[config.mk]
export PLATFORM = sky130hd
export DESIGN_NAME = hist_store
export DESIGN_NICKNAME = d
export VERILOG_FILES = /design/src/phold_pkg.sv /design/src/hist_store.sv
export SDC_FILE = /design/constraint.sdc
export NUM_CORES = 1
export LEC_CHECK = 0
export BUFFER_PORTS_ARGS = -buffer_cell sky130_fd_sc_hd__buf_2
export CAP_MARGIN = 20
export CORE_UTILIZATION = 65
export CTS_BUF_LIST = sky130_fd_sc_hd__clkbuf_8
export DETAILED_ROUTE_END_ITERATION = 8
export PLACE_DENSITY_LB_ADDON = 0.25
export SYNTH_ARGS = -nofsm -noshare
export SYNTH_HDL_FRONTEND = slang
export SYNTH_SLANG_ARGS = --single-unit
[constraint.sdc]
create_clock -name clk -period 11 [get_ports clk]
set_input_delay 0 -clock clk [delete_from_list [all_inputs] [get_ports clk]]
set_output_delay 0 -clock clk [all_outputs]
set_load 0.05 [all_outputs]
[src/phold_pkg.sv]
`default_nettype none

package phold_pkg;

   localparam int NUM_CORE      = 4;
   localparam int NUM_LP        = 16;
   localparam int LP_WID        = 4;
   localparam int TIME_WID      = 16;
   localparam int CORE_WID      = 2;
   localparam int Q_DEPTH       = 32;
   localparam int CNT_WID       = 6;
   localparam int MAX_DELAY_WID = 4;   // delay is 1 + this field
   localparam int NUM_PEER      = NUM_CORE + 1;   // cores plus the apb read path

   localparam int APB_AW     = 12;
   localparam int HIST_BASE  = 'h100;
   localparam int REG_CTRL   = 'h000;
   localparam int REG_END    = 'h004;
   localparam int REG_SEED   = 'h008;
   localparam int REG_STATUS = 'h00C;

   typedef logic [TIME_WID-1:0] sim_time_t;
   typedef logic [LP_WID-1:0]   lp_id_t;
   typedef logic [CORE_WID-1:0] core_id_t;
   typedef logic [CNT_WID-1:0]  q_count_t;
   typedef logic [31:0]         hist_word_t;   // count in 31:16, max time in 15:0

   typedef struct packed {
      lp_id_t    lp;
      sim_time_t ts;
   } event_t;

   typedef struct packed {
      logic              psel;
      logic              penable;
      logic              pwrite;
      logic [APB_AW-1:0] paddr;
      logic [31:0]       pwdata;
   } apb_req_t;

   typedef struct packed {
      logic        pready;
      logic [31:0] prdata;
      logic        pslverr;
   } apb_rsp_t;

   typedef struct packed {
      logic       req;
      logic       we;
      lp_id_t     lp;
      hist_word_t wdata;
   } hist_req_t;

   typedef enum logic [2:0] {IDLE, LOAD, RUN, DRAIN, DONE} run_state_t;

   typedef enum logic [2:0] {CS_IDLE, CS_RD, CS_RDATA, CS_WR, CS_OUT} core_state_t;

endpackage

`default_nettype wire

[src/hist_store.sv]
`timescale 1ns/10ps
`default_nettype none

module hist_store (
   input  wire                            clk,
   input  wire                            rst_n,
   input  phold_pkg::hist_req_t           req [phold_pkg::NUM_PEER],
   output logic [phold_pkg::NUM_PEER-1:0] gnt,
   output phold_pkg::hist_word_t          rdata
);

   localparam int PW = $clog2(phold_pkg::NUM_PEER);

   phold_pkg::hist_word_t mem [phold_pkg::NUM_LP];
   logic [PW-1:0] ptr;        // first peer to look at
   logic [PW-1:0] sel;
   logic          found;
   logic          lock;       // a core holds the table between its read and write
   logic [PW-1:0] lock_id;

   always_comb begin
      int idx;
      sel   = '0;
      found = 1'b0;
      for (int k = phold_pkg::NUM_PEER - 1; k >= 0; k--) begin
         idx = (int'(ptr) + k) % phold_pkg::NUM_PEER;
         if (req[idx].req && (!lock || idx == int'(lock_id))) begin
            sel   = PW'(idx);
            found = 1'b1;
         end
      end
   end

   assign gnt = found ? phold_pkg::NUM_PEER'(1) << sel : '0;

   always_ff @(posedge clk or negedge rst_n) begin
      if (!rst_n) begin
         ptr     <= '0;
         lock    <= 1'b0;
         lock_id <= '0;
         for (int i = 0; i < phold_pkg::NUM_LP; i++) mem[i] <= '0;
      end else if (found) begin
         ptr <= sel == PW'(phold_pkg::NUM_PEER - 1) ? '0 : sel + 1'b1;
         if (req[sel].we) begin
            mem[req[sel].lp] <= req[sel].wdata;
            if (lock && sel == lock_id) lock <= 1'b0;
         end else if (int'(sel) < phold_pkg::NUM_CORE) begin
            lock    <= 1'b1;   // core read starts a read-modify-write
            lock_id <= sel;
         end
      end
   end

   always_ff @(posedge clk) begin
      if (found && !req[sel].we) rdata <= mem[req[sel].lp];
   end

endmodule

`default_nettype wire

* Word level (Yosys, flattened, before mapping) *
Cells that the tools add are included.

word-level totals
  word-level logic and storage cells = 114
  register bits after elaboration = 551
  input port bits = 192
  output and inout port bits = 37

cells by class
  shift-type cells = 1
  reductions and logical operators = 19
  div/mod/pow operators = 5
  bitwise operators = 8
  muxes and demuxes = 39
  $lt $le $gt $ge = 9
  equality and inequality tests = 8
  add/sub/neg operators = 5

operators with widths
  kind                     number
  $bmux W38 S3             6
  $bwmux W512              1
  $mux W38                 10
  $eq A32 B4 Y1            5
  $ge A32 B4 Y1 const B    5
  $not A32 Y32             5
  $bmux W32 S4             1
  $demux W32 S4            1
  $mod A32 B4 Y32 const B  4
  $mux W32                 3
  $mux W37                 2
  $mod A4 B4 Y32 const B   1
  $mux W3                  6
  $add A3 B2 Y4 const B    2
  $logic_and A1 B1 Y1      8
  $mux W1                  8
  $reduce_and A3 Y1        2
  $ge A5 B5 Y1 const B     1
  $logic_or A1 B1 Y1       5
  $lt A5 B1 Y1 const B     1
  $mux W5                  1
  $not A4 Y5               1
  $shl A1 B3 Y5 const A    1
  $add A3 B1 Y4 const B    1
  other kinds (12)         13

* Longest topological paths before layout *
  word-level depth = 22
  gate-level depth with buffers = 33
  gate-level depth less buffers = 27

* Least setup slack after synthesis *
Ideal clock, no wire load.

  path type = register to register
  start = register ptr[0]
  end = register rdata[0] (data pin)
  period minus slack after synthesis = 7210 ps
  buffers on the path = 6
  required time = 10728 ps
  cell stages (with the launch flop) = 31
  data arrival time = 6938 ps
  setup time = 272 ps
  slack = 3790 ps
  cell sequence = dfrtp_1 -> buf_2 -> clkinv_1 -> ha_1 -> inv_1 -> ha_1 -> buf_2 -> inv_1 -> ha_1 -> nor3_4 -> nor2_1 -> xnor2_1 -> inv_1 -> ha_1 -> mux4_2 -> nand3_1 -> o21ai_0 -> or3_1 -> and3_4 -> a221oi_1 -> o21ai_2 -> and2_1 -> buf_6 -> a211o_1 -> a41oi_2 -> buf_4 -> buf_2 -> buf_2 -> mux2i_1 -> o22ai_1 -> or4_1

on the way
  longest elaborated chain between the ends = 20
  elaborated cells between the ends (all ways) = 57
  classes of those cells = 4 x add/sub; 5 x div; 5 x eq/ne; 26 x mux; 7 x bitwise; 10 x reduce/logical

RTL lines
  what                                            line              text
  start, declared                                 hist_store.sv:15  logic [PW-1:0] ptr;
  start signal, assigned                          hist_store.sv:43  ptr <= sel == PW'(phold_pkg::NUM_PEER - 1) ? '0 : sel + 1'b1;
  $add A3 B3 Y4                                   hist_store.sv:26  idx = (int'(ptr) + k) % phold_pkg::NUM_PEER;
  $mod A32 B4 Y32                                 hist_store.sv:26
  $not A32 Y32 (not written as such)              hist_store.sv:27  if (req[idx].req && (!lock || idx == int'(lock_id))) begin
  $bmux W38 S3                                    hist_store.sv:27
  $mux W38 (not written as such) (2 in series)    hist_store.sv:27
  $logic_and A1 B1 Y1                             hist_store.sv:27
  $mux W3 (4 in series)                           hist_store.sv:27
  $mux W3 *                                       hist_store.sv:27
  $not A3 Y4 (not written as such) *              hist_store.sv:55  if (found && !req[sel].we) rdata <= mem[req[sel].lp];
  $bmux W38 S3 *                                  hist_store.sv:55
  $mux W37 (not written as such) * (2 in series)  hist_store.sv:55
  $not A4 Y5 (not written as such) *              hist_store.sv:55
  $bmux W32 S4 *                                  hist_store.sv:55
  $mux W32 (not written as such) * (2 in series)  hist_store.sv:55
  end signal, assigned                            hist_store.sv:55
  end, declared                                   hist_store.sv:9   output phold_pkg::hist_word_t rdata

Mark *: on every way between the ends. The rest lies on a longest branch, timed or not. The select of a mux whose other input is x is not followed.
A chain may end at the register's enable or synchronous reset.

* Final worst setup path *
  start = register ptr[1]
  end = register mem[462] in the netlist's numbering

on the way
  longest elaborated chain between the ends = 22
  elaborated cells between the ends (all ways) = 66
  classes of those cells = 4 x add/sub; 5 x div; 2 x order compare; 5 x eq/ne; 31 x mux; 7 x bitwise; 12 x reduce/logical

RTL lines
  what                                                                line                                text
  $add A3 B3 Y4                                                       hist_store.sv:26
  $mod A32 B4 Y32                                                     hist_store.sv:26
  $not A32 Y32 (not written as such)                                  hist_store.sv:27
  $bmux W38 S3                                                        hist_store.sv:27
  $mux W38 (not written as such) (2 in series)                        hist_store.sv:27
  $logic_and A1 B1 Y1                                                 hist_store.sv:27
  $mux W3 (5 in series)                                               hist_store.sv:27
  $not A3 Y4 (not written as such)                                    hist_store.sv:44, hist_store.sv:45
  $bmux W38 S3                                                        hist_store.sv:44, hist_store.sv:45
  $mux W37 (not written as such) (2 in series)                        hist_store.sv:45                    mem[req[sel].lp] <= req[sel].wdata;
  $not A4 Y5 (not written as such)                                    hist_store.sv:45
  $ge A5 B5 Y1 (not written as such) or $lt A5 B1 Y1 (tied branches)  hist_store.sv:45
  $logic_and A1 B1 Y1 (not written as such)                           hist_store.sv:45
  $mux W32 (not written as such)                                      hist_store.sv:45
  $demux W32 S4                                                       hist_store.sv:45
  $bwmux W512                                                         hist_store.sv:45
  end signal, assigned by index                                       hist_store.sv:45
  end, declared                                                       hist_store.sv:14                    phold_pkg::hist_word_t mem [phold_pkg::NUM_LP];

Several ways; a longest one is shown, not always the timed one. The select of a mux whose other input is x is not followed.

==> flow_summary.json <==
{
  "crit_buf_inv": 7,
  "core-area_um2": 44200,
  "yosys_warnings": 0,
  "htree_num_levels": 3,
  "place_congestion": 0.905,
  "path_class": "flop to flop",
  "min-delay-start": "req[10]",
  "max-cap-violations": 0,
  "clock.fmax_mhz": 104,
  "routedWlPerCell_um": 25.4,
  "yosys.area_share.simple_pct": 6.47,
  "ys_seq_area_share_pct": 47.8,
  "synth_edf_count": 32,
  "holdWs_ns": 0.0292,
  "r2r_setup_slack_ns": 1.43,
  "period_share_pct": 87.0,
  "cts_tree": "done",
  "grt_max_degree": 186,
  "min_to": "mem[106]",
  "grt_pass1_vias": 20930,
  "r2r_cells": 26,
  "drt_iter0_markers": 1572,
  "synthXorXnorAreaFrac_pct": 0.600,
  "slew_headroom_pct": 23.1,
  "post-place-ws_ns": 1.57,
  "dieArea_um2": 45800,
  "worstPathArrival_ns": 10.11,
  "track_usage_pct": 35.4,
  "crit_slowest_cell": "a31o_4",
  "synth_compound_area_share_pct": 7.09,
  "fin_skew_ns": 0.0315,
  "syn_nets": 2539,
  "cp-start-kind": "flop",
  "fp.dieW_um": 214,
  "drc_errors": 0,
  "finalSetupViolCount": 0,
  "vias": 20521,
  "async_flop_share_pct": 94.2,
  "synth-seq-cells": 551,
  "cts_resized": 0,
  "io_buffers": 228,
  "synth_cells": 2314,
  "cp-end-kind": "flop",
  "drive_above_1_share_pct": 36.6,
  "grt_pass1_wl_um": 121000,
  "fin_ws_ns": 1.43,
  "cpPeakStageDelay_ns": 0.89,
  "whs_path_depth": 3,
  "rsz0062_at_grt": "false",
  "maxSlewViolCount": 0,
  "cpLargestDelayFamily": "buffers and inverters",
  "run_status": "finished clean",
  "clkTransAtPathRegs_ns": 0.06,
  "insertion_delay_ns": 0.68,
  "area_delta_synth_final_pct": 11.4,
  "pin_count": 229,
  "numCtsBuffers": 86,
  "synthTopCellsByArea": "dfrtp_1 (45%), mux2_2 (14%), mux2i_1 (9.3%)",
  "row_count": 77,
  "finalNetCount": 2719,
  "yosys-mux-area-fraction_pct": 32.9,
  "cts_sinks": 551,
  "yosysTopAreaCellShare_pct": 44.5,
  "worstPathRequired_ns": 11.54,
  "yosys.area_share.adder_pct": 1.41,
  "yosysUniqueCellTypes": 93,
  "antenna_left": 0,
  "fp.dieH_um": 214,
  "worst_pin_slew_ns": 1.15,
  "hold_path_class": "primary input to flop",
  "postSynthAreaPerCell_um2": 12.6,
  "routed_wl_um": 80100,
  "layout_min_cycle_time_ns": 9.57,
  "path_depth": 26,
  "worstReg2RegStart": "ptr[1]",
  "drtPass1Iterations": 5,
  "post-dp-hpwl_um": 49600,
  "rr_endpoint": "mem[462]",
  "setup_tns_ns": 0,
  "hold_viol": 0,
  "cts_root_buf": "clkbuf_8",
  "syn-cell-area_um2": 29200,
  "synth-main-ff-cell": "dfrtp_1",
  "clockBufferDepth": 3,
  "initial_core_util_pct": 66.0,
  "grt_overflow_total": 0,
  "synth_top_family_by_area": "multiplexers",
  "yosys.area.top_type": "dfrtp_1",
  "cp_max_fo": 75,
  "antenna_found_initial": 3,
  "n_fill_cell": 2907,
  "vias_per_cell": 6.50
}
==> stage by stage <==
stage                     area [um2]  instances  util [%]
after global placement         30500       2965      68.9
after detailed placement       30500       2968      69.0
after CTS                      32500       3152      73.4
after floorplan                29200       2314         -
after global routing           32500       3156      73.5
final                          32500       3156      73.5
==> synth_stat cells, types with 6 or more instances <==
library cell and n:
a211oi_1 10, mux4_2 6, buf_6 19, inv_1 16
o21ai_0 22, mux2_4 150, nand2_1 166, nand2b_1 8
clkbuf_1 91, or4_1 37, and3_1 37, nand3_1 20
mux2_2 353, o22ai_1 132, nor2_1 30, or3_1 15
and2_1 8, ha_1 33, xnor2_1 17, edfxtp_1 32
mux2i_1 272, a31oi_1 37, mux2_1 44, dfrtp_1 519
buf_2 78, a21oi_1 24
==> kinds of logic (layout without fill, tap and decap cells) <==
| kind of cell | count (synthesis) | in the layout |
|---|---|---|
| AND/OR/NAND/NOR | 365 | 365 |
| other | 0 | 2 |
| multiplexers | 826 | 826 |
| XOR/XNOR | 20 | 20 |
| AO/OA/AOI/OAI | 298 | 298 |
| buffers and inverters | 221 | 469 |
| flip-flops | 551 | 551 |
| adder cells (fa/ha/maj) | 33 | 33 |
==> metal layers <==
layer  part of all wire (%)  track usage, %
met1                     42            46.7
met3                    8.1            8.01
met4                    4.6            18.6
met2                     46            54.9
met5                      0               0
==> layout make-up <==
class                           count  area, um2  area share [%]
Inverter                           23       93.8           0.289
Antenna cell                        2       5.00          0.0154
Clock buffer                      104       1430            4.40
Timing Repair Buffer              290       1810            5.58
Multi-Input combinational cell   1542      14300            43.9
Tap cell                          592        741            2.28
Sequential cell                   551      13900            42.9
Clock inverter                     52        223           0.685
==> worst register-to-register path, stage by stage, from the launching register on <==
cell and delay, ns:
dfrtp_1 0.56, inv_1 0.38, ha_1 0.31, inv_1 0.07, ha_1 0.49, inv_1 0.12
ha_1 0.26, nor3_4 0.20, nor2_1 0.13, xnor2_1 0.37, inv_1 0.12, ha_1 0.36
mux4_2 0.52, nand3_1 0.09, o21ai_0 0.07, or3_1 0.37, a31oi_1 0.27, a221oi_1 0.14
o21ai_2 0.30, and2_2 0.72, inv_8 0.33, mux2i_1 0.30, a31o_4 0.89, buf_12 0.51
nor4bb_4 0.51, buf_4 0.63, mux2_2 0.43
==> timing repair <==
action,in CTS,in global routing
endpoints found under the setup margin,0,0
hold endpoints to repair,289,0
hold buffers,28,0
buffers inserted,0,0
==> sequential cells by signal, indices dropped and copies added (netlist names) <==
signal,cells
lock,1
lock_id,3
mem,512
ptr,3
rdata,32
==> cells in the final DEF, fill, tap and decap left out, drive strengths merged, types with 6 or more instances in the layout <==
cell type,synthesis,layout
a211oi,13,13
a21boi,6,6
a21oi,26,26
a31oi,37,37
and2,8,8
and3,38,38
buf,107,262
clkbuf,91,104
clkinv,4,13
dfrtp,519,519
dlygate4sd3,0,28
edfxtp,32,32
ha,33,33
inv,19,60
mux2,547,547
mux2i,273,273
mux4,6,6
nand2,167,167
nand2b,8,8
nand3,20,20
nor2,30,30
nor3,7,7
o21ai,24,24
o221a,6,6
o22ai,132,132
or3,15,15
or4,37,37
xnor2,17,17
==> how the worst max path moves through the flow <==
| stage | start | endpoint | slack [ns] |
|---|---|---|---|
| 6_report | ptr[1] | mem[462] | 1.43 |
| 3_3_place_gp | ptr[1] | mem[451] | 1.80 |
| 3_5_place_dp | ptr[1] | mem[455] | 1.57 |
| 5_1_grt | ptr[1] | mem[448] | 0.87 |
| 4_1_cts | ptr[1] | mem[465] | 1.56 |
| 2_1_floorplan | ptr[0] | rdata[0] | 3.79 |
Power is not shown: default switching activity piles up to over one toggle a cycle in this logic, so the estimate is an artifact.
