<file path="src/phold_pkg.sv">
`default_nettype none

package phold_pkg;

   localparam int NUM_CORE      = 4;
   localparam int NUM_LP        = 16;
   localparam int LP_WID        = 4;
   localparam int TIME_WID      = 16;
   localparam int CORE_WID      = 2;
   localparam int Q_DEPTH       = 32;
   localparam int CNT_WID       = 6;
   localparam int MAX_DELAY_WID = 4;   // delay is 1 + this field
   localparam int NUM_PEER      = NUM_CORE + 1;   // cores plus the apb read path

   localparam int APB_AW     = 12;
   localparam int HIST_BASE  = 'h100;
   localparam int REG_CTRL   = 'h000;
   localparam int REG_END    = 'h004;
   localparam int REG_SEED   = 'h008;
   localparam int REG_STATUS = 'h00C;

   typedef logic [TIME_WID-1:0] sim_time_t;
   typedef logic [LP_WID-1:0]   lp_id_t;
   typedef logic [CORE_WID-1:0] core_id_t;
   typedef logic [CNT_WID-1:0]  q_count_t;
   typedef logic [31:0]         hist_word_t;   // count in 31:16, max time in 15:0

   typedef struct packed {
      lp_id_t    lp;
      sim_time_t ts;
   } event_t;

   typedef struct packed {
      logic              psel;
      logic              penable;
      logic              pwrite;
      logic [APB_AW-1:0] paddr;
      logic [31:0]       pwdata;
   } apb_req_t;

   typedef struct packed {
      logic        pready;
      logic [31:0] prdata;
      logic        pslverr;
   } apb_rsp_t;

   typedef struct packed {
      logic       req;
      logic       we;
      lp_id_t     lp;
      hist_word_t wdata;
   } hist_req_t;

   typedef enum logic [2:0] {IDLE, LOAD, RUN, DRAIN, DONE} run_state_t;

   typedef enum logic [2:0] {CS_IDLE, CS_RD, CS_RDATA, CS_WR, CS_OUT} core_state_t;

endpackage

`default_nettype wire

</file>
<file path="src/lp_core.sv">
`timescale 1ns/10ps
`default_nettype none

module lp_core #(
   parameter int CORE_IDX = 0
) (
   input  wire                   clk,
   input  wire                   rst_n,
   input  wire [31:0]            seed,
   input  wire                   start,
   input  phold_pkg::event_t     event_in,
   output logic                  idle,
   output phold_pkg::sim_time_t  cur_time,
   output logic                  new_vld,
   output phold_pkg::event_t     new_event,
   input  wire                   ack,
   output phold_pkg::hist_req_t  hist_req,
   input  wire                   hist_gnt,
   input  phold_pkg::hist_word_t hist_rdata
);

   phold_pkg::core_state_t state;
   phold_pkg::event_t      cur;
   phold_pkg::hist_word_t  wr_word;
   logic [31:0]            lfsr, seed_q, lfsr_next, seed_mix;
   phold_pkg::sim_time_t   max_ts;

   assign lfsr_next = {1'b0, lfsr[31:1]} ^ (lfsr[0] ? 32'h8020_0003 : 32'h0);   // galois taps
   assign seed_mix  = seed ^ 32'(CORE_IDX);
   assign max_ts    = hist_rdata[15:0] > cur.ts ? hist_rdata[15:0] : cur.ts;

   assign idle     = state == phold_pkg::CS_IDLE;
   assign new_vld  = state == phold_pkg::CS_OUT;
   assign cur_time = cur.ts;

   always_comb begin
      hist_req = '{req: 1'b0, we: 1'b0, lp: cur.lp, wdata: wr_word};
      if (state == phold_pkg::CS_RD) hist_req.req = 1'b1;
      if (state == phold_pkg::CS_WR) begin
         hist_req.req = 1'b1;
         hist_req.we  = 1'b1;
      end
   end

   always_ff @(posedge clk or negedge rst_n) begin
      if (!rst_n) begin
         state  <= phold_pkg::CS_IDLE;
         lfsr   <= 32'h1;
         seed_q <= '0;
      end else begin
         if (seed != seed_q) begin   // new run seed
            seed_q <= seed;
            lfsr   <= seed_mix == '0 ? 32'h1 : seed_mix;
         end else if (start && idle) begin
            lfsr <= lfsr_next;
         end
         case (state)
            phold_pkg::CS_IDLE:  if (start) state <= phold_pkg::CS_RD;
            phold_pkg::CS_RD:    if (hist_gnt) state <= phold_pkg::CS_RDATA;
            phold_pkg::CS_RDATA: state <= phold_pkg::CS_WR;
            phold_pkg::CS_WR:    if (hist_gnt) state <= phold_pkg::CS_OUT;
            phold_pkg::CS_OUT:   if (ack) state <= phold_pkg::CS_IDLE;
            default:             state <= phold_pkg::CS_IDLE;
         endcase
      end
   end

   always_ff @(posedge clk) begin
      if (start && idle) begin
         cur          <= event_in;
         new_event.lp <= lfsr_next[phold_pkg::LP_WID-1:0];   // random target
         new_event.ts <= event_in.ts + phold_pkg::sim_time_t'(1)
                         + phold_pkg::sim_time_t'(lfsr_next[8 +: phold_pkg::MAX_DELAY_WID]);
      end
      if (state == phold_pkg::CS_RDATA) wr_word <= {hist_rdata[31:16] + 16'd1, max_ts};
   end

endmodule

`default_nettype wire

</file>
<file path="config.mk">
export PLATFORM = sky130hd
export DESIGN_NAME = lp_core
export DESIGN_NICKNAME = d
export VERILOG_FILES = /design/src/phold_pkg.sv /design/src/lp_core.sv
export SDC_FILE = /design/constraint.sdc
export NUM_CORES = 1
export LEC_CHECK = 0
export BUFFER_PORTS_ARGS = -buffer_cell sky130_fd_sc_hd__clkbuf_2
export CORE_MARGIN = 4
export CORE_UTILIZATION = 40
export CTS_CLUSTER_SIZE = 24
export DETAILED_ROUTE_END_ITERATION = 8
export PLACE_DENSITY = 0.73
export SLEW_MARGIN = 25
export SYNTH_ARGS = -nofsm -noshare
export SYNTH_HDL_FRONTEND = slang
export SYNTH_SLANG_ARGS = --single-unit
</file>
<file path="constraint.sdc">
create_clock -name clk -period 3.1 [get_ports clk]
set_input_delay 0.62 -clock clk [delete_from_list [all_inputs] [get_ports clk]]
set_output_delay 0.62 -clock clk [all_outputs]
set_load 0.02 [all_outputs]
</file>
After elaboration in Yosys (flattened, before gate mapping)
Index checks and enable logic that the tools add are counted.
{"block": "classes", "n_addsub": 3, "order_cmp": 1, "n_eq_ne": 9, "muxes": 12, "bitwise_logic": 1, "reduce_logical": 5}
{"operator": "2-to-1 mux 32 bit", "count": 4}
{"operator": "adder 16 x 1 -> 16 bit, second input constant", "count": 2}
{"operator": "zero test 32 bit", "count": 1}
{"operator": "!= test 32 bit", "count": 1}
{"operator": "bitwise XOR 31 x 32 -> 32 bit", "count": 1}
{"operator": "adder 16 x 4 -> 16 bit", "count": 1}
{"operator": "greater-than comparator 16 bit", "count": 1}
{"operator": "2-to-1 mux 16 bit", "count": 1}
{"operator": "one-hot mux 3 bit (5 select lines)", "count": 1}
{"operator": "2-to-1 mux 3 bit", "count": 4}
{"operator": "equality test 3 x 2 -> 1 bit, second input constant", "count": 2}
{"operator": "!= test 2 bit, second input constant", "count": 3}
{"operator": "AND reduction 4 bit", "count": 1}
{"operator": "equality test 3 x 1 -> 1 bit, second input constant", "count": 1}
{"operator": "equality test 3 bit, second input constant", "count": 1}
{"operator": "zero test 3 bit", "count": 1}
{"operator": "2-to-1 mux 2 bit", "count": 1}
{"operator": "!= test 2 x 1 -> 1 bit, second input constant", "count": 1}
{"operator": "nonzero test 2 bit", "count": 1}
{"operator": "logical AND 1 bit", "count": 1}
{"operator": "2-to-1 mux 1 bit", "count": 1}
{"block": "word_totals", "register_bits": 139, "inputBits": 89, "word_cells": 39}

Depth between registers and ports, before layout
Gate-level depths: netlist (run 1).
{"block": "logic_depth", "word_depth": 4, "ltp_mapped": 9, "ltp_nobuf": 9}

Least setup slack after synthesis (run 1)
OpenSTA, ideal clock, no wires.
{"block": "synth_timing", "kind": "reg-to-reg", "from": "reg state[2]", "to": "reg lfsr[27]", "setup_time_ns": 0.125, "t_arrival_ns": 2.604, "t_required_ns": 2.975, "path_slack_ns": 0.371, "path_stages_with_launch": 7, "n_path_buf": 2, "path_cell_list": "dfrtp_1 -> nor3_1 -> and2_1 -> buf_2 -> buf_2 -> mux2_2 -> mux2_2"}
{"block": "synth_via", "elab_chain_len": 3}
{"element": "from (decl)", "line_no": "lp_core.sv:22", "text": "phold_pkg::core_state_t state;"}
{"element": "from (signal assigned)", "line_no": "lp_core.sv:47", "text": "state <= phold_pkg::CS_IDLE;"}
{"element": "from (signal assigned)", "line_no": "lp_core.sv:58", "text": "phold_pkg::CS_IDLE: if (start) state <= phold_pkg::CS_RD;"}
{"element": "from (signal assigned)", "line_no": "lp_core.sv:59", "text": "phold_pkg::CS_RD: if (hist_gnt) state <= phold_pkg::CS_RDATA;"}
{"element": "zero test 3 bit", "line_no": "lp_core.sv:32", "text": "assign idle = state == phold_pkg::CS_IDLE;"}
{"element": "via idle", "line_no": "lp_core.sv:12", "text": "output logic idle,"}
{"element": "logical AND 1 bit", "line_no": "lp_core.sv:54", "text": "end else if (start && idle) begin"}
{"element": "nonzero test 2 bit (no source line)"}
{"element": "to (signal assigned)", "line_no": "lp_core.sv:53", "text": "lfsr <= seed_mix == '0 ? 32'h1 : seed_mix;"}
{"element": "to (signal assigned)", "line_no": "lp_core.sv:55", "text": "lfsr <= lfsr_next;"}
{"element": "to (decl)", "line_no": "lp_core.sv:25", "text": "logic [31:0] lfsr, seed_q, lfsr_next, seed_mix;"}
The timed path passes the listed nets, and every way through them passes these cells.
A chain may end at the register's enable or synchronous reset.

Worst setup path after layout (run 1)
{"block": "layout_timing", "from": "reg cur (netlist bit cur_time[13])", "to": "reg wr_word[15], data pin"}
{"block": "layout_via", "elab_chain_len": 2}
{"element": "from (decl)", "line_no": "lp_core.sv:23", "text": "phold_pkg::event_t cur;"}
{"element": "from (signal assigned)", "line_no": "lp_core.sv:70", "text": "cur <= event_in;"}
{"element": "greater-than comparator 16 bit", "line_no": "lp_core.sv:30", "text": "assign max_ts = hist_rdata[15:0] > cur.ts ? hist_rdata[15:0] : cur.ts;"}
{"element": "2-to-1 mux 16 bit", "line_no": "lp_core.sv:30"}
{"element": "via max_ts[15]", "line_no": "lp_core.sv:26", "text": "phold_pkg::sim_time_t max_ts;"}
{"element": "to (signal assigned)", "line_no": "lp_core.sv:75", "text": "if (state == phold_pkg::CS_RDATA) wr_word <= {hist_rdata[31:16] + 16'd1, max_ts};"}
{"element": "to (decl)", "line_no": "lp_core.sv:24", "text": "phold_pkg::hist_word_t wr_word;"}
The timed path passes the listed nets, and every way through them passes these cells.

==> results of run 1 <==
[power breakdown]
group / switching, mW / internal [mW]
registers: 0.124 / 2.30
clock network: 0.746 / 1.33
logic: 0.793 / 0.487
[metal layers]
metal  track usage [%]  vias to the layer above
met3             4.792                       18
met5                 0                        -
met2             26.08                      158
li1                  -                     1983
met4             5.823                        0
met1             18.72                     2051
[through the flow]
stage | hold slack [ns] | cells | utilization (%)
finish | 0.2375 | 854 | 50.79
global route | 0.2883 | 854 | 50.79
CTS | 0.2487 | 854 | 50.79
detailed placement | 0.4666 | 822 | 46.97
global placement | 0.4647 | 822 | 46.97
floorplan | 0.3244 | 477 | -
[cell usage in the layout, fill, tap and decap left out, types with 10 or more instances in the layout]
master / n
xnor2_1: 21
xor2_1: 43
nand4_1: 11
nand2_1: 13
ha_1: 21
nor4_1: 17
dfrtp_1: 66
mux2_4: 10
edfxtp_1: 72
clkbuf_16: 17
mux2_2: 66
clkbuf_2: 164
nor2_1: 15
inv_1: 25
[kinds of logic after synthesis]
kind of cell,count (synthesis),synth area share (%)
fa+ha+maj,22,4.355
mux,77,13.91
buf+inv,66,4.316
simple gates,82,6.744
flops,139,59.13
xor+xnor,64,8.632
compound gates,27,2.910
[layout make-up]
cell class                 instances  area, um2
clock buffer                      18      429.2
inverter                          25      93.84
multi-input combinational        272       2379
timing repair buffer             170      878.3
clock inverter                    14      177.7
tap                              216      270.3
fill                            1383       7818
sequential                       139       3840
[sequential cells by signal (all words and copies together) (netlist names)]
signal     count
state          3
wr_word       32
new_event     20
seed_q        32
cur_time      16
lfsr          32
hist_req       4
[worst max-delay path by stage]
stage	start	slack (ns)	cells after the start	endpoint
6_report	cur_time[13]	0.58	7	wr_word[15]
3_5_place_dp	hist_rdata[15]	0.29	7	wr_word[15]
3_3_place_gp	hist_rdata[15]	0.37	7	wr_word[15]
4_1_cts	cur_time[13]	0.60	7	wr_word[15]
5_1_grt	cur_time[15]	0.48	7	wr_word[1]
2_1_floorplan	state[2]	0.37	6	lfsr[27]
==> results.md, run 1 <==
- Status: finished, final reports clean
- Vias in the first global route: 4,296
- Number of rows in the core area: 46
- Number of distinct library cells after synthesis: 41
- Setup Slack @ Placement: 0.2947 ns
- Boundary Pins: 165
- Proportion of synthesized chip area in sequential cells: 59.13%
- Post-route clock skew: 0.007441 ns
- Final Hold Vio Count: 0
- Biggest area consumer among synthesized cells: edfxtp_1
- Detail Route Antenna Nets: 0
- Clock buffer count from CTS: 17
- Area added between synthesis and finish: 24.24%
- Diode insertion count for antenna repair: 0
- Standard cell core area: 0.01589 mm2
- Uppermost signal routing layer after detailed routing: met4
- Post-Syn Area per Cell: 13.61 um2
- CTS sink count: 139
- Level count of the clock H-tree: 4
- Most frequent cell after synthesis: edfxtp_1
- Leakage Power: 3.483 nW
- Primary flip-flop cell chosen by synthesis mapping: edfxtp_1
- Async set-reset flop share out of synthesis: 48.20%
- Weighted congestion at the end of routability-driven global placement: 0.8169
- Critical path buffer and inverter count: 2
- Highest achievable clock rate: 396.6 MHz
- RSZ-0062 raised after global routing: no
- Final WS setup: 0.5787 ns
- Tightest Pin Transition: 0.6811 ns
- Gate Count Post-Synth: 477
- Total count of max-transition violations in the final report: 0
- Routed length on met3: 1.021 mm
- Top-area cell type share of the netlist area: 33.29%
- Synthesized netlist net count: 588
- Cell chosen for the clock root: clkbuf_16
- Endpoint of the most critical register-to-register path: wr_word[15]
- I/O Buffers: 164
- Hold-fix buffers at CTS: 0
- Type of origin of the critical path: register
- TritonCTS clock tree: built
- Leading post-synthesis cells by instance count: 72 x edfxtp_1, 66 x dfrtp_1, 66 x mux2_2
- Final wirelength: 14.04 mm
- Total of cells resized after clock tree synthesis: 0
- GR Overflow Total: 0
- Initial Utilization: 40.88%
- Largest incremental delay on the critical path: 0.46 ns
- Signal arrival time at the worst endpoint: 2.68 ns
- Die Span Y: 135.4 um
- Half-perimeter wire length of the detailed placement result: 10.83 mm
- Combined global-route utilization of all metal layers: 15.49%
- Cell area power density: 716.6 mW/mm2
- Net count, final: 736
- Required time of the critical path: 3.26 ns
- CP Class: reg -> reg
- Instance area at placement: 0.007461 mm2
- Final design area excluding fillers: 0.008068 mm2
- Ratio of final minimum period to clock period: 81.33%
- Most area-consuming cells after synthesis: edfxtp_1 33%, dfrtp_1 25%, mux2_2 11%
- Max-Slew Margin vs Limit: 54.59%
- R2r startpoint: cur_time[13]
- Violation count after the first detailed-route iteration: 188
- Share of layout cells above drive strength 1: 44.04%
- Synthesized cell area: 0.006494 mm2
- Antenna violations before repair: 0
- Clk slew on worst S/H paths: 0.06 ns
- Max stage delay cell, worst path: a2111o_1
- Crit end category: register
- Wire length of the first global-routing pass: 21.91 mm
- Bufs on Longest Clock Path: 2
- DR pass1 iterations: 5
- Cell Chain, Critical Path: inv_1, ha_1, nand4_2, a2111o_1, a31oi_4, buf_4, mux2_2
- Drt drc: 0
- Pin count of the biggest net entering global routing: 44
- Post-CTS Setup Bufs: 0
- Overall Power: 5.782 mW
- Min-Delay Path Class: in -> async
- Sum of negative setup slack: 0 ns
- FF-to-FF path depth: 7
- Synth warnings: 0
- Average routed wire per standard cell: 16.44 um
- R2r setup slk: 0.58 ns
- Setup violation total in the final timing report: 0
- EDFF count, synth: 72
- Met2 routed WL: 6.949 mm
- Die Span X: 135.4 um
- Vias/cell: 4.930
- WL met1: 5.796 mm
- Number of max-capacitance violations reported: 0
- Worst-Skew Late Latency: 0.41 ns
- Top cell family by delay on the critical path: compound AO/OA/AOI/OAI gates
- Peak VDD IR: 0.3716 mV
- Highest fanout seen on the critical path: 16
- Total number of vias: 4,210
- Final min period: 2.521 ns
- Number of register bits inferred by synthesis: 139
- Die area: 0.01834 mm2
Power figures use the tool's default switching activity.
==> inputs of run 2 (changes only) <==
==> constraint.sdc (replaced) <==
create_clock -name clk -period 2.43 [get_ports clk]
set_input_delay 0.486 -clock clk [delete_from_list [all_inputs] [get_ports clk]]
set_output_delay 0.486 -clock clk [all_outputs]
set_load 0.02 [all_outputs]
==> results.md, run 2 (synthesized netlist as in run 1, its figures left out) <==
- Standard cell core area: 0.01589 mm2 (unchanged)
- Vias in the first global route: 4,439 (was 4,296)
- Cell Chain, Critical Path: inv_1, ha_1, nand4_2, a2111o_1, a31oi_4, clkbuf_16, mux2_4 (was inv_1, ha_1, nand4_2, a2111o_1, a31oi_4, buf_4, mux2_2)
- Crit end category: register (unchanged)
- Setup violation total in the final timing report: 0 (unchanged)
- Drt drc: 0 (unchanged)
- I/O Buffers: 164 (unchanged)
- CP Class: reg -> reg (unchanged)
- Routed length on met3: 1.013 mm (was 1.021 mm)
- Vias/cell: 4.849 (was 4.930)
- Clock buffer count from CTS: 17 (unchanged)
- Bufs on Longest Clock Path: 2 (unchanged)
- Max stage delay cell, worst path: a2111o_1 (unchanged)
- Level count of the clock H-tree: 4 (unchanged)
- Violation count after the first detailed-route iteration: 153 (was 188)
- WL met1: 5.821 mm (was 5.796 mm)
- Highest achievable clock rate: 424.9 MHz (was 396.6 MHz)
- Initial Utilization: 40.88% (unchanged)
- Top cell family by delay on the critical path: compound AO/OA/AOI/OAI gates (unchanged)
- Final wirelength: 14.31 mm (was 14.04 mm)
- Leakage Power: 3.563 nW (was 3.483 nW)
- GR Overflow Total: 0 (unchanged)
- Largest incremental delay on the critical path: 0.45 ns (was 0.46 ns)
- Combinational cell fraction of total power: 23.7% (was 22.1%)
- Wire length of the first global-routing pass: 22.16 mm (was 21.91 mm)
- Most common cell after layout, fill and taps aside: clkbuf_2 (unchanged)
- Worst-Skew Late Latency: 0.42 ns (was 0.41 ns)
- Post-route clock skew: 0.008310 ns (was 0.007441 ns)
- Boundary Pins: 165 (unchanged)
- Clock share of power: 34.4% (was 36.0%)
- Overall Power: 7.358 mW (was 5.782 mW)
- Total count of max-transition violations in the final report: 0 (unchanged)
- Detail Route Antenna Nets: 0 (unchanged)
- Met2 routed WL: 7.123 mm (was 6.949 mm)
- Number of max-capacitance violations reported: 0 (unchanged)
- Part of the power in registers: 41.9% (about the same)
- Final Hold Vio Count: 0 (unchanged)
- DR pass1 iterations: 4 (was 5)
- Pin count of the biggest net entering global routing: 75 (was 44)
- Critical path buffer and inverter count: 2 (unchanged)
- Switching power summed over all nets: 2.146 mW (was 1.664 mW)
- CTS sink count: 139 (unchanged)
- Type of origin of the critical path: register (unchanged)
- Sum of negative setup slack: 0 ns (unchanged)
- Final core area utilization: 51.80% (was 50.79%)
- Half-perimeter wire length of the detailed placement result: 10.99 mm (was 10.83 mm)
- Status: finished, final reports clean (unchanged)
- Total number of vias: 4,214 (was 4,210)
- Tightest Pin Transition: 0.5665 ns (was 0.6811 ns)
- Peak VDD IR: 0.4821 mV (was 0.3716 mV)
- Highest-count cells in the layout ignoring fill and taps: 164 x clkbuf_2, 72 x edfxtp_1, 66 x mux2_2, 66 x dfrtp_1, 43 x xor2_1 (unchanged)
- Uppermost signal routing layer after detailed routing: met4 (unchanged)
- Cell chosen for the clock root: clkbuf_16 (unchanged)
- Final min period: 2.353 ns (was 2.521 ns)
- Min-Delay Path Class: in -> reg (was in -> async)
- Average routed wire per standard cell: 16.46 um (was 16.44 um)
- Switch share: 29.17% (was 28.78%)
- Number of rows in the core area: 46 (unchanged)
- TritonCTS clock tree: built (unchanged)
- Die Span Y: 135.4 um (unchanged)
- Die Span X: 135.4 um (unchanged)
- Signal arrival time at the worst endpoint: 2.52 ns (was 2.68 ns)
- Clk slew on worst S/H paths: 0.06 ns (about the same)
- Weighted congestion at the end of routability-driven global placement: 0.8277 (was 0.8169)
- Required time of the critical path: 2.60 ns (was 3.26 ns)
- Antenna violations before repair: 0 (unchanged)
- Internal Pwr Total: 5.212 mW (was 4.118 mW)
- Combined global-route utilization of all metal layers: 15.56% (was 15.49%)
- Filler instances: 1,354 (was 1,383)
- Highest fanout seen on the critical path: 8 (was 16)
- Net count, final: 751 (was 736)
- Ratio of final minimum period to clock period: 96.85% (was 81.33%)
- Number of cells in the design after placement: 833 (was 822)
- Max-Slew Margin vs Limit: 62.15% (was 54.59%)
- Post-layout instance count excluding filler cells: 869 (was 854)
- Area added between synthesis and finish: 26.71% (was 24.24%)
- Cell area power density: 894.3 mW/mm2 (was 716.6 mW/mm2)
- Diode insertion count for antenna repair: 0 (unchanged)
- Biggest registers after layout: lfsr: 32 flops, seed_q: 32 flops, wr_word: 32 flops (unchanged)
- Share of layout cells above drive strength 1: 45.64% (was 44.04%)
- Die area: 0.01834 mm2 (unchanged)
-- run 2: worst register-to-register path, stage by stage, from the launching register on --
cell	delay [ns]
edfxtp_1	0.38
inv_1	0.06
ha_1	0.31
nand4_2	0.15
a2111o_1	0.45
a31oi_4	0.24
clkbuf_16	0.22
mux2_4	0.30
-- run 2: layout make-up --
type,count,area (um2),share of cell area (%)
Sequential cell,139,3840,46.67
Multi-Input combinational cell,272,2394,29.09
Timing Repair Buffer,185,1036,12.59
Clock buffer,24,514.2,6.250
Tap cell,216,270.3,3.285
Inverter,25,93.84,1.141
Clock inverter,8,80.08,0.9732
-- run 2: power by group through the flow --
stage / combinational (mW) / sequential, mW / clock (mW)
after floorplan: 0.786 / 3.42 / 0
after global placement: 1.66 / 3.12 / 0
after detailed placement: 1.71 / 3.14 / 0
after CTS: 1.72 / 3.09 / 2.57
after global routing: 1.88 / 3.12 / 2.68
final: 1.74 / 3.09 / 2.53
-- run 2: final timing paths --
| kind | cells after the start | endpoint | startpoint | slack, ns |
|---|---|---|---|---|
| worst min register to register | 0 | new_event[19] | lfsr[4] | 0.47 |
| max in group asynchronous | 3 | lfsr[0] | rst_n | 1.31 |
| min in group asynchronous | 2 | seed_q[30] | rst_n | 0.50 |
| worst max-delay path | 7 | wr_word[12] | cur_time[13] | 0.08 |
| worst min-delay path | 1 | seed_q[28] | seed[28] | 0.23 |
| worst max register to register | 7 | wr_word[12] | cur_time[13] | 0.08 |
-- run 2: stage by stage --
stage	setup slack, ns	hold WS, ns	cell area [um2]
floorplan	0.01113	0.1904	6501
global placement	-0.01893	0.3996	7572
detailed placement	-0.07436	0.4029	7572
CTS	0.03921	0.2195	8177
global route	-0.005232	0.2263	8228
finish	0.07666	0.2326	8228
-- run 2: what timing repair did --
action	4_1_cts	5_1_grt
hold buffers	1	0
buffers inserted	0	2
endpoints found under the hold margin	10	0
endpoints found under the setup margin	0	1
resized for setup	0	2
-- run 2: metal layers --
layer / vias to the layer above / global-route usage (%)
met2: 161 / 27.05
li1: 2014 / -
met1: 2015 / 17.82
met3: 24 / 4.606
met4: 0 / 6.719
met5: - / 0
==> inputs of run 3 (changes only) <==
--- a/config.mk
+++ b/config.mk
@@ -5,6 +5,7 @@
 export SDC_FILE = /design/constraint.sdc
 export NUM_CORES = 1
 export LEC_CHECK = 0
+export ABC_AREA = 1
 export BUFFER_PORTS_ARGS = -buffer_cell sky130_fd_sc_hd__clkbuf_2
 export CORE_MARGIN = 4
 export CORE_UTILIZATION = 40
==> results.md, run 3 <==
- Status: finished, final reports clean (unchanged)
- R2r startpoint: cur_time[1] (was cur_time[13])
- Half-perimeter wire length of the detailed placement result: 11.82 mm (was 10.99 mm)
- Drt drc: 0 (unchanged)
- Level count of the clock H-tree: 4 (unchanged)
- Max stage delay cell, worst path: edfxtp_1 (was a2111o_1)
- Ratio of final minimum period to clock period: 84.85% (was 96.85%)
- Antenna violations before repair: 1 (was 0)
- Total number of vias: 5,284 (was 4,214)
- Clock buffer count from CTS: 17 (unchanged)
- Biggest area consumer among synthesized cells: edfxtp_1 (unchanged)
- Proportion of synthesized chip area in sequential cells: 56.42% (was 59.13%)
- Largest incremental delay on the critical path: 0.39 ns (was 0.45 ns)
- Share of layout cells above drive strength 1: 26.00% (was 45.64%)
- Sum of negative setup slack: 0 ns (unchanged)
- Average routed wire per standard cell: 14.80 um (was 16.46 um)
- Synth warnings: 0 (unchanged)
- Top cell family by delay on the critical path: simple AND/OR/NAND/NOR gates (was compound AO/OA/AOI/OAI gates)
- Most area-consuming cells after synthesis: edfxtp_1 32%, dfrtp_1 24%, nand2_1 9.2% (was edfxtp_1 33%, dfrtp_1 25%, mux2_2 11%)
- Post-CTS Setup Bufs: 0 (unchanged)
- Filler instances: 1,477 (was 1,354)
- Peak VDD IR: 0.5011 mV (was 0.4821 mV)
- Die Span Y: 138.4 um (was 135.4 um)
- EDFF count, synth: 72 (unchanged)
- I/O Buffers: 164 (unchanged)
- Standard cell core area: 0.01664 mm2 (was 0.01589 mm2)
- Wire length of the first global-routing pass: 26.19 mm (was 22.16 mm)
- FF-to-FF path depth: 13 (was 7)
- Worst-Skew Late Latency: 0.42 ns (about the same)
- Vias/cell: 4.915 (was 4.849)
- Boundary Pins: 165 (unchanged)
- Cell area power density: 898.5 mW/mm2 (was 894.3 mW/mm2)
- Violation count after the first detailed-route iteration: 417 (was 153)
- Endpoint of the most critical register-to-register path: wr_word[5] (was wr_word[12])
- GR Overflow Total: 0 (unchanged)
- Cell occurring most often along the worst timing path: nand2_1
- Type of origin of the critical path: register (unchanged)
- Die Span X: 138.4 um (was 135.4 um)
- Final Hold Vio Count: 0 (unchanged)
- Post-Syn Area per Cell: 9.710 um2 (was 13.61 um2)
- Number of register bits inferred by synthesis: 139 (unchanged)
- Leakage Power: 3.965 nW (was 3.563 nW)
- Crit end category: register (unchanged)
- Leading post-synthesis cells by instance count: 166 x nand2_1, 72 x edfxtp_1, 66 x dfrtp_1, 66 x nand4_1, 59 x nand3_1 (was 72 x edfxtp_1, 66 x dfrtp_1, 66 x mux2_2)
- Setup Slack @ Placement: 0.2405 ns (was -0.07436 ns)
- Pin count of the biggest net entering global routing: 68 (was 75)
- Tightest Pin Transition: 0.4998 ns (was 0.5665 ns)
- WHS: 0.08009 ns (was 0.2326 ns)
- Vias in the first global route: 5,178 (was 4,439)
- Final core area utilization: 50.27% (was 51.80%)
- Highest-count cells in the layout ignoring fill and taps: 166 x nand2_1, 163 x clkbuf_2, 72 x edfxtp_1 (was 164 x clkbuf_2, 72 x edfxtp_1, 66 x mux2_2, 66 x dfrtp_1, 43 x xor2_1)
- Max-Slew Margin vs Limit: 66.60% (was 62.15%)
- TritonCTS clock tree: built (unchanged)
- Critical path buffer and inverter count: 2 (unchanged)
- Overall Power: 7.517 mW (was 7.358 mW)
- Total of cells resized after clock tree synthesis: 0 (unchanged)
- Clk slew on worst S/H paths: 0.06 ns (about the same)
- Net count, final: 952 (was 751)
- Number of distinct library cells after synthesis: 33 (was 41)
- Number of rows in the core area: 47 (was 46)
- R2r setup slk: 0.37 ns (was 0.08 ns)
- Highest achievable clock rate: 485.0 MHz (was 424.9 MHz)
- Cell Chain, Critical Path: inv_1, ha_1, inv_1, nor2_1, nor2_1, o21ai_1, nand2_1, nand2_1, nand2_1, nand2_2, nand2_1, nand2_1, nand2_1 (was inv_1, ha_1, nand4_2, a2111o_1, a31oi_4, clkbuf_16, mux2_4)
- CP Class: reg -> reg (unchanged)
- Highest fanout seen on the critical path: 16 (was 8)
- Hold-fix buffers at CTS: 0 (was 1)
- Die area: 0.01917 mm2 (was 0.01834 mm2)
- Post-route clock skew: 0.01009 ns (was 0.008310 ns)
- Initial Utilization: 40.90% (was 40.88%)
- Weighted congestion at the end of routability-driven global placement: 0.8428 (was 0.8277)
- Setup violation total in the final timing report: 0 (unchanged)
- Async set-reset flop share out of synthesis: 48.20% (unchanged)
- Final WS setup: 0.3682 ns (was 0.07666 ns)
- Combined global-route utilization of all metal layers: 17.00% (was 15.56%)
- Final wirelength: 15.91 mm (was 14.31 mm)
- Final min period: 2.062 ns (was 2.353 ns)
- Signal arrival time at the worst endpoint: 2.23 ns (was 2.52 ns)
- DR pass1 iterations: 5 (was 4)
- CTS sink count: 139 (unchanged)
- Bufs on Longest Clock Path: 2 (unchanged)
- Synthesized netlist net count: 812 (was 588)
- Biggest registers after layout: lfsr: 32 flops, seed_q: 32 flops, wr_word: 32 flops (unchanged)
- Most common cell after layout, fill and taps aside: nand2_1 (was clkbuf_2)
- Primary flip-flop cell chosen by synthesis mapping: edfxtp_1 (unchanged)
- Detail Route Antenna Nets: 0 (unchanged)
- Min-Delay Path Class: in -> async (was in -> reg)
- Top-area cell type share of the netlist area: 31.76% (was 33.29%)
- Total count of max-transition violations in the final report: 0 (unchanged)
- Synthesized cell area: 0.006807 mm2 (was 0.006494 mm2)
- RSZ-0062 raised after global routing: no
- Number of max-capacitance violations reported: 0 (unchanged)
- Area added between synthesis and finish: 22.90% (was 26.71%)
- Most frequent cell after synthesis: nand2_1 (was edfxtp_1)
- Required time of the critical path: 2.60 ns (about the same)
- Gate Count Post-Synth: 701 (was 477)
- Cell chosen for the clock root: clkbuf_16 (unchanged)
==> run 3: final cells by class <==
type                    instances  area, um2  share of cell area, %
diodes                          1      2.502                0.02991
clock buffers                  18      429.2                  5.130
clock inverters                14      170.2                  2.034
inverters                      61      229.0                  2.737
multi-input cells             444       2469                  29.51
flip-flops and latches        139       3840                  45.90
well taps                     220      275.3                  3.290
repair buffers                178      950.9                  11.37
==> run 3: worst max path at each step <==
stage	start	endpoint	slack [ns]	cells past startpoint
2_1_floorplan	state[2]	wr_word[0]	0.09	3
3_3_place_gp	event_in[0]	new_event[14]	0.27	11
3_5_place_dp	event_in[0]	new_event[14]	0.24	11
4_1_cts	cur_time[1]	wr_word[5]	0.38	13
5_1_grt	cur_time[1]	wr_word[7]	0.18	13
6_report	cur_time[1]	wr_word[5]	0.37	13
==> run 3: kinds of logic (layout without fill, tap and decap cells) <==
family,count (synthesis),in the layout,synth area share [%]
compound gates,19,19,1.526
buf+inv,118,271,7.353
simple gates,352,352,23.99
flops,139,139,56.42
fa+ha+maj,22,22,4.154
xor+xnor,51,51,6.563
other cells,0,1,0
==> run 3: routing by layer <==
layer  vias to the layer above  routed length [um]  global-route usage [%]
met4                         0                 396                   7.280
li1                       2616                   -                       -
met3                        33                1102                   4.006
met1                      2417                6939                   22.28
met2                       218                7474                   27.16
met5                         -                   0                       0
==> run 3: power by group <==
group | switching (mW) | leakage, nW | internal (mW)
clock network | 1.00 | 0.283 | 1.62
registers | 0.152 | 1.45 | 2.99
logic | 1.23 | 2.23 | 0.519
total | 2.39 | 3.97 | 5.13
==> run 3: per-stage QoR <==
step                      cells  area (um2)
after CTS                  1074        8363
after detailed placement   1042        7764
after global placement     1042        7764
after floorplan             701        6807
after global routing       1075        8366
final                      1075        8366
